**config.mk**
```make
export PLATFORM = sky130hd
export DESIGN_NAME = multihDerotator
export DESIGN_NICKNAME = d
export VERILOG_FILES = /design/src/cpmPkg.sv /design/src/rotPkg.sv /design/src/rotCtrlFsm.sv /design/src/symbolCounter.sv /design/src/phaseAccumulator.sv /design/src/phaseRotator.sv /design/src/multihDerotator.sv
export VERILOG_INCLUDE_DIRS = /design/src
export SDC_FILE = /design/constraint.sdc
export NUM_CORES = 1
export LEC_CHECK = 0
export CAP_MARGIN = 20
export CORE_ASPECT_RATIO = 0.7
export CORE_MARGIN = 2
export CORE_UTILIZATION = 29
export DETAILED_ROUTE_END_ITERATION = 8
export DONT_BUFFER_PORTS = 1
export PLACE_DENSITY = 0.52
export SLEW_MARGIN = 20
export SYNTH_ARGS = -nofsm -noshare
export SYNTH_HDL_FRONTEND = slang
export SYNTH_SLANG_ARGS = --single-unit
```
**constraint.sdc**
```tcl
create_clock -name clk -period 5.3 [get_ports clk]
set_input_delay 1.59 -clock clk [delete_from_list [all_inputs] [get_ports clk]]
set_output_delay 1.59 -clock clk [all_outputs]
set_load 0.01 [all_outputs]
```
**src/multihRot_consts.svh**
```systemverilog
// ----------------------------------------------------------
// Width, frame and phase step macros for the derotator
// Quarter-wave (first octant) cosine and sine table
// ----------------------------------------------------------
`ifndef MULTIHROT_CONSTS_SVH
`define MULTIHROT_CONSTS_SVH

// Sample and angle widths
`define ROT_BITS    8
// 32 angle steps make one full turn
`define ANGLE_BITS  5
// Coefficients are signed and 127 stands for one
`define COEF_BITS   8

// Symbols per frame
`define FRAME_SYMS  64

// Phase steps of the two modulation indices, h = 4/16 and 5/16
`define H_STEP0     4
`define H_STEP1     5

// First octant of the unit circle in steps of 1/32 turn
`define COS_0  127
`define COS_1  125
`define COS_2  117
`define COS_3  106
`define COS_4  90
`define COS_5  71
`define COS_6  49
`define COS_7  25

`define SIN_0  0
`define SIN_1  25
`define SIN_2  49
`define SIN_3  71
`define SIN_4  90
`define SIN_5  106
`define SIN_6  117
`define SIN_7  125

`endif

```
**src/cpmPkg.sv**
```systemverilog
// ----------------------------------------------------------
// Modulation and control types of the CPM derotator
//   hIndex_t     selector of the current modulation index
//   ctrlState_t  states of the frame alignment controller
// ----------------------------------------------------------

package cpmPkg;

   // Index 0 is h = 4/16 and index 1 is h = 5/16
   // The multi-h cycle simply alternates between the two
   typedef logic hIndex_t;

   // IDLE    derotator disabled, angle held at zero
   // ALIGN   waiting for frameStart together with a symbol strobe
   // TRACK   locked, each symbol advances the phase
   typedef enum logic [1:0] {
      IDLE  = 2'd0,
      ALIGN = 2'd1,
      TRACK = 2'd2
   } ctrlState_t;

endpackage

```
**src/rotPkg.sv**
```systemverilog
// ----------------------------------------------------------
// Sample, coefficient and angle types of the rotator
//   sample_t      signed I or Q sample
//   coef_t        signed rotation coefficient
//   rotAngle_u    angle word, full index or quadrant/octant
// ----------------------------------------------------------
`include "multihRot_consts.svh"

package rotPkg;

   typedef logic signed [`ROT_BITS-1:0] sample_t;

   typedef logic signed [`COEF_BITS-1:0] coef_t;

   // Upper two bits pick a quarter turn, lower three the step
   // inside the first quadrant covered by the octant table
   typedef struct packed {
      logic [1:0] quadrant;
      logic [2:0] octant;
   } angleParts_t;

   // The accumulator works on the full index, while the rotator
   // decodes the same bits as quadrant plus octant step
   typedef union packed {
      logic [`ANGLE_BITS-1:0] full;
      angleParts_t            parts;
   } rotAngle_u;

endpackage

```
**src/rotCtrlFsm.sv**
```systemverilog
// ----------------------------------------------------------
// Frame alignment controller of the derotator
// Acquires the frame on frameStart, tracks the frame head,
// drops lock on a missing frameStart and issues the
// advance and clear pulses for counter and accumulator
// ----------------------------------------------------------
`timescale 1ns/10ps

module rotCtrlFsm (
   input  logic clk,
   input  logic reset,
   input  logic enable,
   input  logic symEn,
   input  logic frameStart,
   input  logic frameHead,
   output logic advance,
   output logic clear,
   output logic locked
);

   cpmPkg::ctrlState_t state;
   cpmPkg::ctrlState_t stateNext;

   // ----------------------------------------------------------
   // Next state and pulse decode
   // ----------------------------------------------------------
   // advance and clear are mutually exclusive by construction,
   // every branch raises at most one of them
   always_comb begin
      stateNext = state;
      advance   = 1'b0;
      clear     = 1'b0;
      if (!enable) begin
         // Leaving any active state zeroes angle and count
         stateNext = cpmPkg::IDLE;
         clear     = (state != cpmPkg::IDLE);
      end else begin
         case (state)
            cpmPkg::IDLE: begin
               stateNext = cpmPkg::ALIGN;
            end
            cpmPkg::ALIGN: begin
               // First symbol of the frame starts the phase walk
               if (symEn && frameStart) begin
                  advance   = 1'b1;
                  stateNext = cpmPkg::TRACK;
               end
            end
            cpmPkg::TRACK: begin
               if (symEn) begin
                  // Frame head without frameStart means alignment is lost
                  if (frameHead && !frameStart) begin
                     clear     = 1'b1;
                     stateNext = cpmPkg::ALIGN;
                  end else begin
                     advance = 1'b1;
                  end
               end
            end
            default: begin
               stateNext = cpmPkg::IDLE;
            end
         endcase
      end
   end

   // ----------------------------------------------------------
   // State and lock registers
   // ----------------------------------------------------------
   always_ff @(posedge clk) begin
      if (reset) begin
         state  <= cpmPkg::IDLE;
         locked <= 1'b0;
      end else begin
         state  <= stateNext;
         // Follows the state register so lock is high exactly in TRACK
         locked <= (stateNext == cpmPkg::TRACK);
      end
   end

endmodule

```
**src/symbolCounter.sv**
```systemverilog
// ----------------------------------------------------------
// Symbol position counter within the frame
// Gives the multi-h index and the frame head flag
// ----------------------------------------------------------
`timescale 1ns/10ps
`include "multihRot_consts.svh"

module symbolCounter (
   input  logic            clk,
   input  logic            reset,
   input  logic            advance,
   input  logic            clear,
   output cpmPkg::hIndex_t hIndex,
   output logic            frameHead
);

   localparam int CNT_BITS = $clog2(`FRAME_SYMS);

   logic [CNT_BITS-1:0] symCount;

   // Counts advance pulses only, the controller already
   // qualified them with symEn and the lock state
   always_ff @(posedge clk) begin
      if (reset || clear) begin
         symCount <= '0;
      end else if (advance) begin
         if (symCount == CNT_BITS'(`FRAME_SYMS - 1)) begin
            symCount <= '0;
         end else begin
            symCount <= symCount + 1'b1;
         end
      end
   end

   // Two indices alternate, so the low count bit picks the index
   assign hIndex = symCount[0];

   // Count zero is the slot where the next frameStart is expected
   assign frameHead = (symCount == '0);

endmodule

```
**src/phaseAccumulator.sv**
```systemverilog
// ----------------------------------------------------------
// Modulo-32 derotation angle register
// Steps by 4 or 5 units per symbol, direction from dataBit
// ----------------------------------------------------------
`timescale 1ns/10ps
`include "multihRot_consts.svh"

module phaseAccumulator (
   input  logic               clk,
   input  logic               reset,
   input  logic               advance,
   input  logic               clear,
   input  logic               dataBit,
   input  cpmPkg::hIndex_t    hIndex,
   output rotPkg::rotAngle_u  angle
);

   logic [`ANGLE_BITS-1:0] step;

   // Phase step of the modulation index in use for this symbol
   assign step = hIndex ? `ANGLE_BITS'(`H_STEP1) : `ANGLE_BITS'(`H_STEP0);

   // ----------------------------------------------------------
   // Angle register
   // ----------------------------------------------------------
   // The derotator undoes the transmitted phase, so a one bit
   // (positive frequency) steps the angle backwards
   // Wrap past 31 is the natural overflow of the 5-bit word
   always_ff @(posedge clk) begin
      if (reset || clear) begin
         angle.full <= '0;
      end else if (advance) begin
         if (dataBit) begin
            angle.full <= angle.full - step;
         end else begin
            angle.full <= angle.full + step;
         end
      end
   end

endmodule

```
**src/phaseRotator.sv**
```systemverilog
// ----------------------------------------------------------
// Three-stage complex rotator
//   stage 1  quadrant pre-rotation and octant coefficients
//   stage 2  four signed products
//   stage 3  sum, difference, scale by 1/128, saturate
// Symbol strobes are delayed to stay aligned with the data
// ----------------------------------------------------------
`timescale 1ns/10ps
`include "multihRot_consts.svh"

module phaseRotator (
   input  logic              clk,
   input  logic              reset,
   input  logic              symEn,
   input  logic              sym2xEn,
   input  rotPkg::sample_t   i,
   input  rotPkg::sample_t   q,
   input  rotPkg::rotAngle_u angle,
   output logic              symEnOut,
   output logic              sym2xEnOut,
   output rotPkg::sample_t   iOut,
   output rotPkg::sample_t   qOut
);

   localparam int PROD_BITS   = `ROT_BITS + `COEF_BITS;
   localparam int SUM_BITS    = PROD_BITS + 1;
   // 127 stands for one, so the products are scaled by 1/128
   localparam int SHIFT       = `COEF_BITS - 1;
   localparam int SCALED_BITS = SUM_BITS - SHIFT;
   localparam int SAMPLE_MAX  = 2**(`ROT_BITS-1) - 1;
   localparam int SAMPLE_MIN  = -(2**(`ROT_BITS-1));
   localparam int PIPE_DEPTH  = 3;

   // Negation that maps the most negative sample to the maximum
   function automatic rotPkg::sample_t negSat(input rotPkg::sample_t x);
      if (x == rotPkg::sample_t'(SAMPLE_MIN)) begin
         return rotPkg::sample_t'(SAMPLE_MAX);
      end
      return -x;
   endfunction

   // Clamp of the scaled sum into the sample range
   function automatic rotPkg::sample_t sat(input logic signed [SCALED_BITS-1:0] x);
      if (x > SCALED_BITS'(SAMPLE_MAX)) begin
         return rotPkg::sample_t'(SAMPLE_MAX);
      end else if (x < SCALED_BITS'(SAMPLE_MIN)) begin
         return rotPkg::sample_t'(SAMPLE_MIN);
      end
      return x[`ROT_BITS-1:0];
   endfunction

   // ----------------------------------------------------------
   // Stage 1: quarter-turn pre-rotation and table lookup
   // ----------------------------------------------------------
   rotPkg::sample_t aNext, bNext;
   rotPkg::coef_t   cNext, sNext;
   rotPkg::sample_t aReg, bReg;
   rotPkg::coef_t   cReg, sReg;

   // Multiples of 90 degrees cost no multiplier, only a swap and
   // negation, which leaves the table to cover one quadrant
   always_comb begin
      case (angle.parts.quadrant)
         2'd0: begin
            aNext = i;
            bNext = q;
         end
         2'd1: begin
            aNext = negSat(q);
            bNext = i;
         end
         2'd2: begin
            aNext = negSat(i);
            bNext = negSat(q);
         end
         default: begin
            aNext = q;
            bNext = negSat(i);
         end
      endcase
   end

   // Octant step picks the cosine and sine of the residual angle
   always_comb begin
      case (angle.parts.octant)
         3'd0: begin
            cNext = `COEF_BITS'(`COS_0);
            sNext = `COEF_BITS'(`SIN_0);
         end
         3'd1: begin
            cNext = `COEF_BITS'(`COS_1);
            sNext = `COEF_BITS'(`SIN_1);
         end
         3'd2: begin
            cNext = `COEF_BITS'(`COS_2);
            sNext = `COEF_BITS'(`SIN_2);
         end
         3'd3: begin
            cNext = `COEF_BITS'(`COS_3);
            sNext = `COEF_BITS'(`SIN_3);
         end
         3'd4: begin
            cNext = `COEF_BITS'(`COS_4);
            sNext = `COEF_BITS'(`SIN_4);
         end
         3'd5: begin
            cNext = `COEF_BITS'(`COS_5);
            sNext = `COEF_BITS'(`SIN_5);
         end
         3'd6: begin
            cNext = `COEF_BITS'(`COS_6);
            sNext = `COEF_BITS'(`SIN_6);
         end
         default: begin
            cNext = `COEF_BITS'(`COS_7);
            sNext = `COEF_BITS'(`SIN_7);
         end
      endcase
   end

   always_ff @(posedge clk) begin
      aReg <= aNext;
      bReg <= bNext;
      cReg <= cNext;
      sReg <= sNext;
   end

   // ----------------------------------------------------------
   // Stage 2: the four products of the complex multiply
   // ----------------------------------------------------------
   logic signed [PROD_BITS-1:0] acProd, bsProd, asProd, bcProd;

   always_ff @(posedge clk) begin
      acProd <= aReg * cReg;
      bsProd <= bReg * sReg;
      asProd <= aReg * sReg;
      bcProd <= bReg * cReg;
   end

   // ----------------------------------------------------------
   // Stage 3: combine, scale and saturate
   // ----------------------------------------------------------
   logic signed [SUM_BITS-1:0]    iSum, qSum;
   logic signed [SCALED_BITS-1:0] iScaled, qScaled;

   // One extra bit holds the sum of two full-scale products
   assign iSum = acProd - bsProd;
   assign qSum = asProd + bcProd;

   // Dropping the low bits of a two's complement word rounds
   // towards minus infinity, the floor of the division by 128
   assign iScaled = iSum[SUM_BITS-1:SHIFT];
   assign qScaled = qSum[SUM_BITS-1:SHIFT];

   always_ff @(posedge clk) begin
      if (reset) begin
         iOut <= '0;
         qOut <= '0;
      end else begin
         iOut <= sat(iScaled);
         qOut <= sat(qScaled);
      end
   end

   // ----------------------------------------------------------
   // Strobe delay matching the data pipeline
   // ----------------------------------------------------------
   logic [PIPE_DEPTH-1:0] symEnSr, sym2xEnSr;

   always_ff @(posedge clk) begin
      if (reset) begin
         symEnSr   <= '0;
         sym2xEnSr <= '0;
      end else begin
         symEnSr   <= {symEnSr[PIPE_DEPTH-2:0], symEn};
         sym2xEnSr <= {sym2xEnSr[PIPE_DEPTH-2:0], sym2xEn};
      end
   end

   assign symEnOut   = symEnSr[PIPE_DEPTH-1];
   assign sym2xEnOut = sym2xEnSr[PIPE_DEPTH-1];

endmodule

```
**src/multihDerotator.sv**
```systemverilog
// ----------------------------------------------------------
// Multi-h CPM phase derotator, top level
// Controller, symbol counter, phase accumulator, rotator
// ----------------------------------------------------------
`timescale 1ns/10ps

module multihDerotator (
   input  logic            clk,
   input  logic            reset,
   input  logic            enable,
   input  logic            symEn,
   input  logic            sym2xEn,
   input  logic            frameStart,
   input  logic            dataBit,
   input  rotPkg::sample_t i,
   input  rotPkg::sample_t q,
   output rotPkg::sample_t iOut,
   output rotPkg::sample_t qOut,
   output logic            symEnOut,
   output logic            sym2xEnOut,
   output logic            locked
);

   // Control pulses from the FSM, never high together
   logic              advance;
   logic              clear;
   logic              frameHead;
   cpmPkg::hIndex_t   hIndex;
   rotPkg::rotAngle_u angle;

   // Frame alignment and lock tracking
   rotCtrlFsm uCtrl (
      .clk        (clk),
      .reset      (reset),
      .enable     (enable),
      .symEn      (symEn),
      .frameStart (frameStart),
      .frameHead  (frameHead),
      .advance    (advance),
      .clear      (clear),
      .locked     (locked)
   );

   // Position in the frame selects the modulation index
   symbolCounter uCount (
      .clk       (clk),
      .reset     (reset),
      .advance   (advance),
      .clear     (clear),
      .hIndex    (hIndex),
      .frameHead (frameHead)
   );

   phaseAccumulator uAccum (
      .clk     (clk),
      .reset   (reset),
      .advance (advance),
      .clear   (clear),
      .dataBit (dataBit),
      .hIndex  (hIndex),
      .angle   (angle)
   );

   // Runs every clock, the strobes ride along with the samples
   phaseRotator uRot (
      .clk        (clk),
      .reset      (reset),
      .symEn      (symEn),
      .sym2xEn    (sym2xEn),
      .i          (i),
      .q          (q),
      .angle      (angle),
      .symEnOut   (symEnOut),
      .sym2xEnOut (sym2xEnOut),
      .iOut       (iOut),
      .qOut       (qOut)
   );

endmodule

```
== Word level (Yosys, flattened, before mapping) ==
Cells that the tools add are included.
Storage, ports and cells
  bits in registers: 130
  latch bits: 0
  RAM bits: 0
  bits in read-only memories: 0
  input bits: 23
  word-level logic and storage cells: 100
  memories: 0
Cells by class
  add/sub/neg operators: 7
  $mul: 4
  divide/modulo/power cells: 0
  magnitude comparators: 4
  eq/ne operators: 14
  shifts and indexed selects: 0
  muxes and demuxes: 45
  bitwise gates (word level): 0
  reductions and logical operators: 10
Operators by type and width (count)
  $pmux W7 S7: 2
  $mux W8: 12
  $mul A8 B8 Y16: 4
  $pmux W8 S3: 2
  $mux W1: 21
  $gt A10 B8 Y1 const B: 2
  $lt A10 B8 Y1 const B: 2
  $add A16 B16 Y17: 1
  $sub A16 B16 Y17: 1
  $eq A8 B8 Y1 const B: 2
  $neg A8 Y8: 2
  $eq A3 B3 Y1 const B: 3
  $mux W2: 4
  $add A6 B1 Y6 const B: 1
  $eq A2 B2 Y1 const B: 3
  $eq A3 B2 Y1 const B: 2
  $eq A6 B6 Y1 const B: 1
  $logic_not A6 Y1: 1
  $mux W6: 1
  $pmux W2 S3: 1
  $add A5 B5 Y5: 1
  $mux W5: 1
  $sub A5 B5 Y5: 1
  $eq A2 B1 Y1 const B: 2
  9 further kinds: 11

== Longest topological paths before layout ==
Gate-level depths: netlist of the first run.
  depth in word-level cells: 7
  mapped depth: 18

== Hierarchy ==
Synthesis of the first run repeated with hierarchy kept, for this count alone.
Unflattened totals
  cells, all modules: 1715
  area, all modules: 15160.8 um^2
By module, submodules not included
  phaseRotator: times used 1, cells an instance 1611, area an instance 14272.4 um^2, sequential area each 2322.2 um^2
  phaseAccumulator: times used 1, cells an instance 39, area an instance 345.3 um^2, sequential area each 100.1 um^2
  symbolCounter: times used 1, cells an instance 38, area an instance 317.8 um^2, sequential area each 120.1 um^2
  rotCtrlFsm: times used 1, cells an instance 27, area an instance 225.2 um^2, sequential area each 60.1 um^2

== Worst setup path after synthesis of the first run ==
Ideal clock, no wire load.
  path type: register to register
  start: register uRot.aReg[7]
  end: register uRot.asProd[15]
  setup time: 0.118 ns
  arrival time: 4.250 ns
  path slack: 0.932 ns
  stages on the path, launching flop included: 16
  buffers on the path: 1
  clock period less this slack: 4.368 ns
  path through: dfxtp_1 clkbuf_1 nand2_1 fa_1 inv_1 fa_1 fa_1 inv_1 fa_1 inv_1 ha_1 a21o_1 a31o_1 and4_1 o31a_1 xnor2_1
Between the ends
  longest elaborated chain between the ends: 1
Ends and longest elaborated chain
  start: declaration: line phaseRotator.sv:57  | rotPkg::sample_t aReg, bReg;
  start signal: assignment: line phaseRotator.sv:122  | aReg <= aNext;
  $mul A8 B8 Y16: line phaseRotator.sv:136  | asProd <= aReg * sReg;
  end signal: assignment: line phaseRotator.sv:136
  end: declaration: line phaseRotator.sv:131  | logic signed [PROD_BITS-1:0] acProd, bsProd, asProd, bcProd;
No other way between the ends.
A chain may end at the register's enable or synchronous reset.

== Final worst setup path of the first run ==
  start: register uRot.sReg[2]
  end: register uRot.asProd[15]
Between the ends
  longest elaborated chain between the ends: 1
Ends and longest elaborated chain
  start: declaration: line phaseRotator.sv:58  | rotPkg::coef_t cReg, sReg;
  start signal: assignment: line phaseRotator.sv:125  | sReg <= sNext;
  $mul A8 B8 Y16: line phaseRotator.sv:136
No other way between the ends.

==> summary.txt, run 1 <==
Placed design
  – GP Congestion: just over 0.8
  – DPL Wire Length: roughly 25000 µm
  – # port buffers: 0

Yosys
  – Asr flop ratio synth: 0
  – Post-synth EDFFs: 0
  – Area contributors post-synth: fa_1, dfxtp_1, ha_1
  – Area leader, netlist: fa_1
  – Post-synth net total: 2025
  – Seq cells post-synth: 130
  – Post-synth top area share: 0.2528
  – YS warnings: 0
  – Mapped Avg Cell Area: roughly 8.9 µm²
  – Synth Flop Type: dfxtp_1
  – Seq/Total Area, Yosys: 0.1777
  – Syn Inst Count: 1643
  – Cell variety after synth: 64
  – Synth Cell Area: roughly 0.015 mm²

Power and ir drop
  – Worst VDD drop: around 0.00022 V
  – Static Leakage: about 7.7 nW
  – Pwr per Cell Area: about 370 mW/mm²

Timing
  – RSZ-0062 raised after global routing: no
  – Final Cycle Share: 0.9114
  – Fmax: 0.2070 GHz
  – Hold WS: approximately 0.43 ns
  – Relative slew slack: 0.2258
  – Setup TNS: 0 ns
  – Fin. max-slew vios: 0
  – Slew @ Worst Pin: 1.151 ns
  – Finish-stage setup viols: 0
  – Final clock skew: 0.008650 ns
  – Min Clock Period, post-route: 4.830 ns
  – Final hold viol count: 0

Min path
  – HP Class: reg2reg
  – HP Start: uRot.sym2xEnSr[0]
  – Min-Delay Path Depth: 1
  – WHS Endpoint: uRot.sym2xEnSr[1]

Floorplan
  – Die Y: 192.0 µm
  – Placement Rows: 68
  – Ports: 42
  – Die ar.: between 0.05 and 0.06 mm²
  – DIE WIDTH: 272.6 µm
  – Initial Util: 0.2953
  – Core ar.: approximately 0.050 mm²

Run
  – Max cap viols: 0

Clock tree
  – Postcts setup bufs: 0
  – Worst skew pair latency: approximately 0.45 ns
  – CTS H-tree depth: 4
  – CTS tree: yes
  – Hold_buf cts: 0
  – Clk buf depth: 2
  – Clk pin slew, worst setup/hold paths: approximately 0.060 ns
  – Clock root cell: clkbuf_16
  – Num CTS Buffers: 17
  – Clock sink total: 130
  – Post-CTS resize count: 0

Drt
  – Pre-Repair DR Iteration Count: 5
  – WL/cell: roughly 14 µm
  – Initial DRC count: between 500 and 600
  – Final ANT Viol Nets: 0
  – Drt drc: 0
  – DR vias: 10218
  – Final WL: about 32000 µm
  – Vias per Instance: roughly 4.4

Critical path
  – Crit start category: flop
  – Worst r2r src: uRot.sReg[2]
  – CP required: approximately 5.6 ns
  – CP max stage cell: dfxtp_1
  – Crit-path max cell delay: 0.79 ns
  – CP Cell Sequence: nand2_1 > fa_1 > inv_1 > fa_1 > fa_1 > inv_1 > fa_1 > inv_1 > ha_1 > a21o_1 > a31o_1 > and4_1 > o31a_1 > xnor2_1
  – Critical path type: reg2reg
  – CP endpoint kind: flop
  – R2R setup slack: 0.47 ns
  – Crit path launch: uRot.sReg[2]
  – CP max FO: 16
  – Most used cell, CP: fa_1
  – CP Data Arrival Time: about 5.2 ns
  – Worst Reg-to-Reg Cells: 14
  – Reg2reg end: uRot.asProd[15]

Finish
  – Fillers: between 5000 and 6000
  – Commonest non-fill, non-tap cell in the layout: inv_1
  – NumNets Final: between 2000 and 2500
  – Antenna Diode Count: 0
  – Util after Layout: 0.3215
  – Most frequent cells in the layout: inv_1, fa_1, ha_1
  – Share of cells above drive strength 1: 0.03186
  – Layout area overhead: 8.857%

GRT
  – GRT overflow: 0
  – Vias in the first global route: 10308
  – First-pass GRT wire length: 53760 µm
  – Largest net degree at the start of global routing: 32
  – GRT Total Usage: 0.1307
  – Initial antenna violation count: 0

Run status
  – Status: completed
==> cell type report <==
class | count | area [µm²] | area share
inverter | 363 | 1363 | 0.08545
timing repair buffer | 4 | 30.03 | 0.001883
sequential | 130 | 2603 | 0.1632
tap | 665 | 832.0 | 0.05218
clock buffer | 21 | 460.4 | 0.02887
clock inverter | 11 | 151.4 | 0.009494
multi-input combinational | 1103 | 10510 | 0.6589
==> report_power, final <==
| part | internal (mW) | switching (mW) |
|---|---|---|
| Sequential | 1.22 | 0.150 |
| Clock | 0.766 | 0.465 |
| Combinational | 1.52 | 1.76 |
| Total | 3.51 | 2.38 |
==> flip-flops by register name, summed over array words and instances (netlist names) <==
| signal | flops |
|---|---|
| uRot.sReg | 7 |
| uAccum.angle | 5 |
| uRot.bsProd | 16 |
| uCtrl.state | 2 |
| uRot.symEnSr | 3 |
| uRot.acProd | 16 |
| uCount.symCount | 6 |
| uCtrl.locked | 1 |
| uRot.asProd | 16 |
| uRot.sym2xEnSr | 3 |
| uRot.iOut | 8 |
| uRot.bcProd | 16 |
| uRot.bReg | 8 |
| uRot.qOut | 8 |
| uRot.aReg | 8 |
| uRot.cReg | 7 |
==> routing by layer <==
layer	vias up	GRT usage	wire length, µm
met3	25	0.02788	1489
met2	177	0.1860	12760
met1	4964	0.1974	17160
li1	5052	-	-
met4	0	0.03276	371
met5	-	0	0
==> metrics by stage <==
| step | cell area [µm²] | worst slack (ns) | power (mW) | std cells |
|---|---|---|---|---|
| floorplan | 14650 | 0.9317 | 4.045 | 1643 |
| global placement | 15330 | 0.5482 | 4.647 | 2265 |
| detailed placement | 15330 | 0.4664 | 4.703 | 2265 |
| CTS | 15950 | 0.4529 | 5.987 | 2297 |
| global route | 15950 | 0.2498 | 6.523 | 2297 |
| finish | 15950 | 0.4698 | 5.889 | 2297 |
==> critical path, delay by kind of cell, from the launching register on <==
| family | cells | cell delay, ns |
|---|---|---|
| adder cells (fa/ha/maj) | 5 | 2.48 |
| XOR/XNOR | 1 | 0.12 |
| AO/OA/AOI/OAI | 3 | 0.69 |
| buffers and inverters | 3 | 0.14 |
| AND/OR/NAND/NOR | 2 | 0.49 |
| flip-flops | 1 | 0.79 |
==> kinds of logic (layout without fill, tap and decap cells) <==
family	Yosys count	in the layout	synth area share
adders and majority gates	359	359	0.4014
xor gates and xnor gates	86	86	0.05142
AOI/OAI and AO/OA	211	211	0.09797
muxes	17	17	0.01170
and+or+nand+nor	430	430	0.1548
DFF	130	130	0.1777
buffers and inverters	410	399	0.1051
==> how the worst max path moves through the flow <==
stage / to / slack [ns] / depth (start not counted)
6_report: uRot.asProd[15] / 0.47 / 14
5_1_grt: uRot.asProd[13] / 0.25 / 16
4_1_cts: uRot.asProd[15] / 0.45 / 14
3_5_place_dp: uRot.asProd[15] / 0.47 / 14
3_3_place_gp: uRot.asProd[14] / 0.55 / 14
2_1_floorplan: uRot.asProd[15] / 0.93 / 15
==> cell usage after synthesis (3+ instances only) <==
library cell    n
mux2i_1        16
clkbuf_1       45
o21ai_1        13
and3_1          3
nor3_1         15
nand4_1         5
ha_1          174
a211oi_1       12
nor4_1          4
o21a_1          8
a21o_1         29
or2_2           3
and2_1        170
a31o_1          3
o21ai_0        25
o21bai_1        3
or3_1           6
inv_1         363
nand2_1       109
nand2b_1       18
a41oi_1         6
o22ai_1         3
o31ai_1         4
fa_1          185
xnor2_1        64
nor2_1         49
dfxtp_1       130
o211ai_1        7
a21oi_1        62
nor2b_1        24
a31oi_1         4
xor2_1         22
a31o_2          4
nand3_1        17
(Power assumes the default switching activity.)
==> run 2: changes to the inputs <==
--- a/config.mk
+++ b/config.mk
@@ -12,6 +12,7 @@
 export CORE_UTILIZATION = 29
 export DETAILED_ROUTE_END_ITERATION = 8
 export DONT_BUFFER_PORTS = 1
+export MAX_ROUTING_LAYER = met4
 export PLACE_DENSITY = 0.52
 export SLEW_MARGIN = 20
 export SYNTH_ARGS = -nofsm -noshare
==> summary.txt, run 2 (same netlist as run 1, synthesis figures left out) <==
Clock tree
  – CTS H-tree depth: 4
  – Clock sink total: between 100 and 150
  – CTS tree: yes
  – Post-CTS resize count: 0
  – Hold_buf cts: 0
  – Clk pin slew, worst setup/hold paths: roughly 0.060 ns
  – Worst skew pair latency: 0.45 ns
  – Postcts setup bufs: 0
  – Clock root cell: clkbuf_16
  – Clk buf depth: 2
  – Num CTS Buffers: 17

Min path
  – Min-Delay Path Depth: 1
  – HP Class: reg2reg
  – HP Start: uRot.sym2xEnSr[0]
  – WHS Endpoint: uRot.sym2xEnSr[1]

Floorplan
  – Die Y: a little under 200 µm
  – Placement Rows: approximately 70
  – Die ar.: between 0.05 and 0.06 mm²
  – DIE WIDTH: 272.6 µm
  – Initial Util: 0.2953
  – Ports: 42
  – Core ar.: about 0.050 mm²

Timing
  – Final Cycle Share: 0.9130
  – Setup TNS: 0 ns
  – Hold WS: 0.4341 ns
  – Finish-stage setup viols: 0
  – Slew @ Worst Pin: 1.083 ns
  – Relative slew slack: 0.2711
  – Fmax: 0.2067 GHz
  – RSZ-0062 raised after global routing: no
  – Fin. max-slew vios: 0
  – Min Clock Period, post-route: between 4 and 5 ns
  – Final hold viol count: 0
  – Final clock skew: between 0.01 and 0.015 ns

Finish
  – Commonest non-fill, non-tap cell in the layout: inv_1
  – Util after Layout: 0.3215
  – Share of cells above drive strength 1: 0.03186
  – Antenna Diode Count: 0
  – Final instance area: around 0.016 mm²
  – Fillers: between 5000 and 6000
  – NumNets Final: around 2000
  – Most frequent cells in the layout: inv_1, fa_1, ha_1
  – Layout area overhead: 8.857%

Critical path
  – Worst Reg-to-Reg Cells: 14
  – CP endpoint kind: flop
  – R2R setup slack: around 0.46 ns
  – CP required: approximately 5.6 ns
  – CP max stage cell: dfxtp_1
  – Critical path type: reg2reg
  – Crit path launch: uRot.sReg[2]
  – Worst r2r src: uRot.sReg[2]
  – CP Data Arrival Time: around 5.2 ns
  – CP Cell Sequence: nand2_1 > fa_1 > inv_1 > fa_1 > fa_1 > inv_1 > fa_1 > inv_1 > ha_1 > a21o_1 > a31o_1 > and4_1 > o31a_1 > xnor2_1
  – Crit start category: flop
  – CP max FO: 16
  – Most used cell, CP: fa_1
  – Reg2reg end: uRot.asProd[15]
  – Crit-path max cell delay: 0.80 ns

Placed design
  – Post-place instance area: 0.01533 mm²
  – DPL Wire Length: roughly 25000 µm
  – GP Congestion: 0.8171
  – # port buffers: 0

GRT
  – GRT Total Usage: 0.1346
  – Largest net degree at the start of global routing: 32
  – First-pass GRT wire length: 53770 µm
  – GRT overflow: 0
  – Vias in the first global route: 10317
  – Initial antenna violation count: 0

Drt
  – Met2 WL: roughly 13000 µm
  – Top Metal Used: met4
  – Final WL: around 32000 µm
  – WL met1: approximately 17000 µm
  – Pre-Repair DR Iteration Count: 5
  – Vias per Instance: 4.459
  – Drt drc: 0
  – Met3 WL: approximately 1300 µm
  – Final ANT Viol Nets: 0
  – Initial DRC count: 529
  – DR vias: about 10000
  – WL/cell: approximately 14 µm

Power and ir drop
  – Static Leakage: 7.737 nW
  – Final Power: about 5.9 mW
  – Pwr per Cell Area: approximately 370 mW/mm²
  – Worst VDD drop: 0.0002183 V

Run
  – Max cap viols: 0

Run status
  – Status: completed
run 2: cell counts in the layout (fill, tap and decap cells not counted):
Identical to the previous run, type by type.
run 2: report_power, final:
group          internal (mW)  total (mW)  switching (mW)
Combinational           1.52        3.28            1.76
Sequential              1.22        1.37           0.150
Clock                  0.766        1.23           0.468
Total                   3.51        5.89            2.38
run 2: area by class of cell:
class / count / area [µm²] / area share
inverter: 363 / 1363 / 0.08545
timing repair buffer: 4 / 30.03 / 0.001883
clock buffer: 21 / 460.4 / 0.02887
tap: 665 / 832.0 / 0.05218
clock inverter: 11 / 151.4 / 0.009494
multi-input combinational: 1103 / 10510 / 0.6589
sequential: 130 / 2603 / 0.1632
run 2: worst max path at each step:
stage / to / depth (start not counted) / slack, ns
floorplan: uRot.asProd[15] / 15 / 0.93
global placement: uRot.asProd[14] / 14 / 0.55
detailed placement: uRot.asProd[15] / 14 / 0.47
CTS: uRot.asProd[15] / 14 / 0.45
global route: uRot.asProd[13] / 16 / 0.25
finish: uRot.asProd[15] / 14 / 0.46
run 2: per-stage QoR:
stage / std cells / setup WS (ns)
finish: 2297 / 0.4609
global route: 2297 / 0.2516
CTS: 2297 / 0.4529
detailed placement: 2265 / 0.4664
global placement: 2265 / 0.5482
floorplan: 1643 / 0.9317
run 2: metal layers:
| metal | global-route usage | vias up |
|---|---|---|
| met1 | 0.1977 | 5011 |
| met2 | 0.1856 | 157 |
| met5 | - | - |
| met3 | 0.02788 | 21 |
| li1 | - | 5053 |
| met4 | 0.03318 | 0 |
run 2: worst max-delay path: cells and delay by family (launching register included):
kind | cells | cell delay, ns
AND/OR/NAND/NOR | 2 | 0.49
AO/OA/AOI/OAI | 3 | 0.69
XOR/XNOR | 1 | 0.12
buffers and inverters | 3 | 0.14
adder cells (fa/ha/maj) | 5 | 2.48
flip-flops | 1 | 0.80
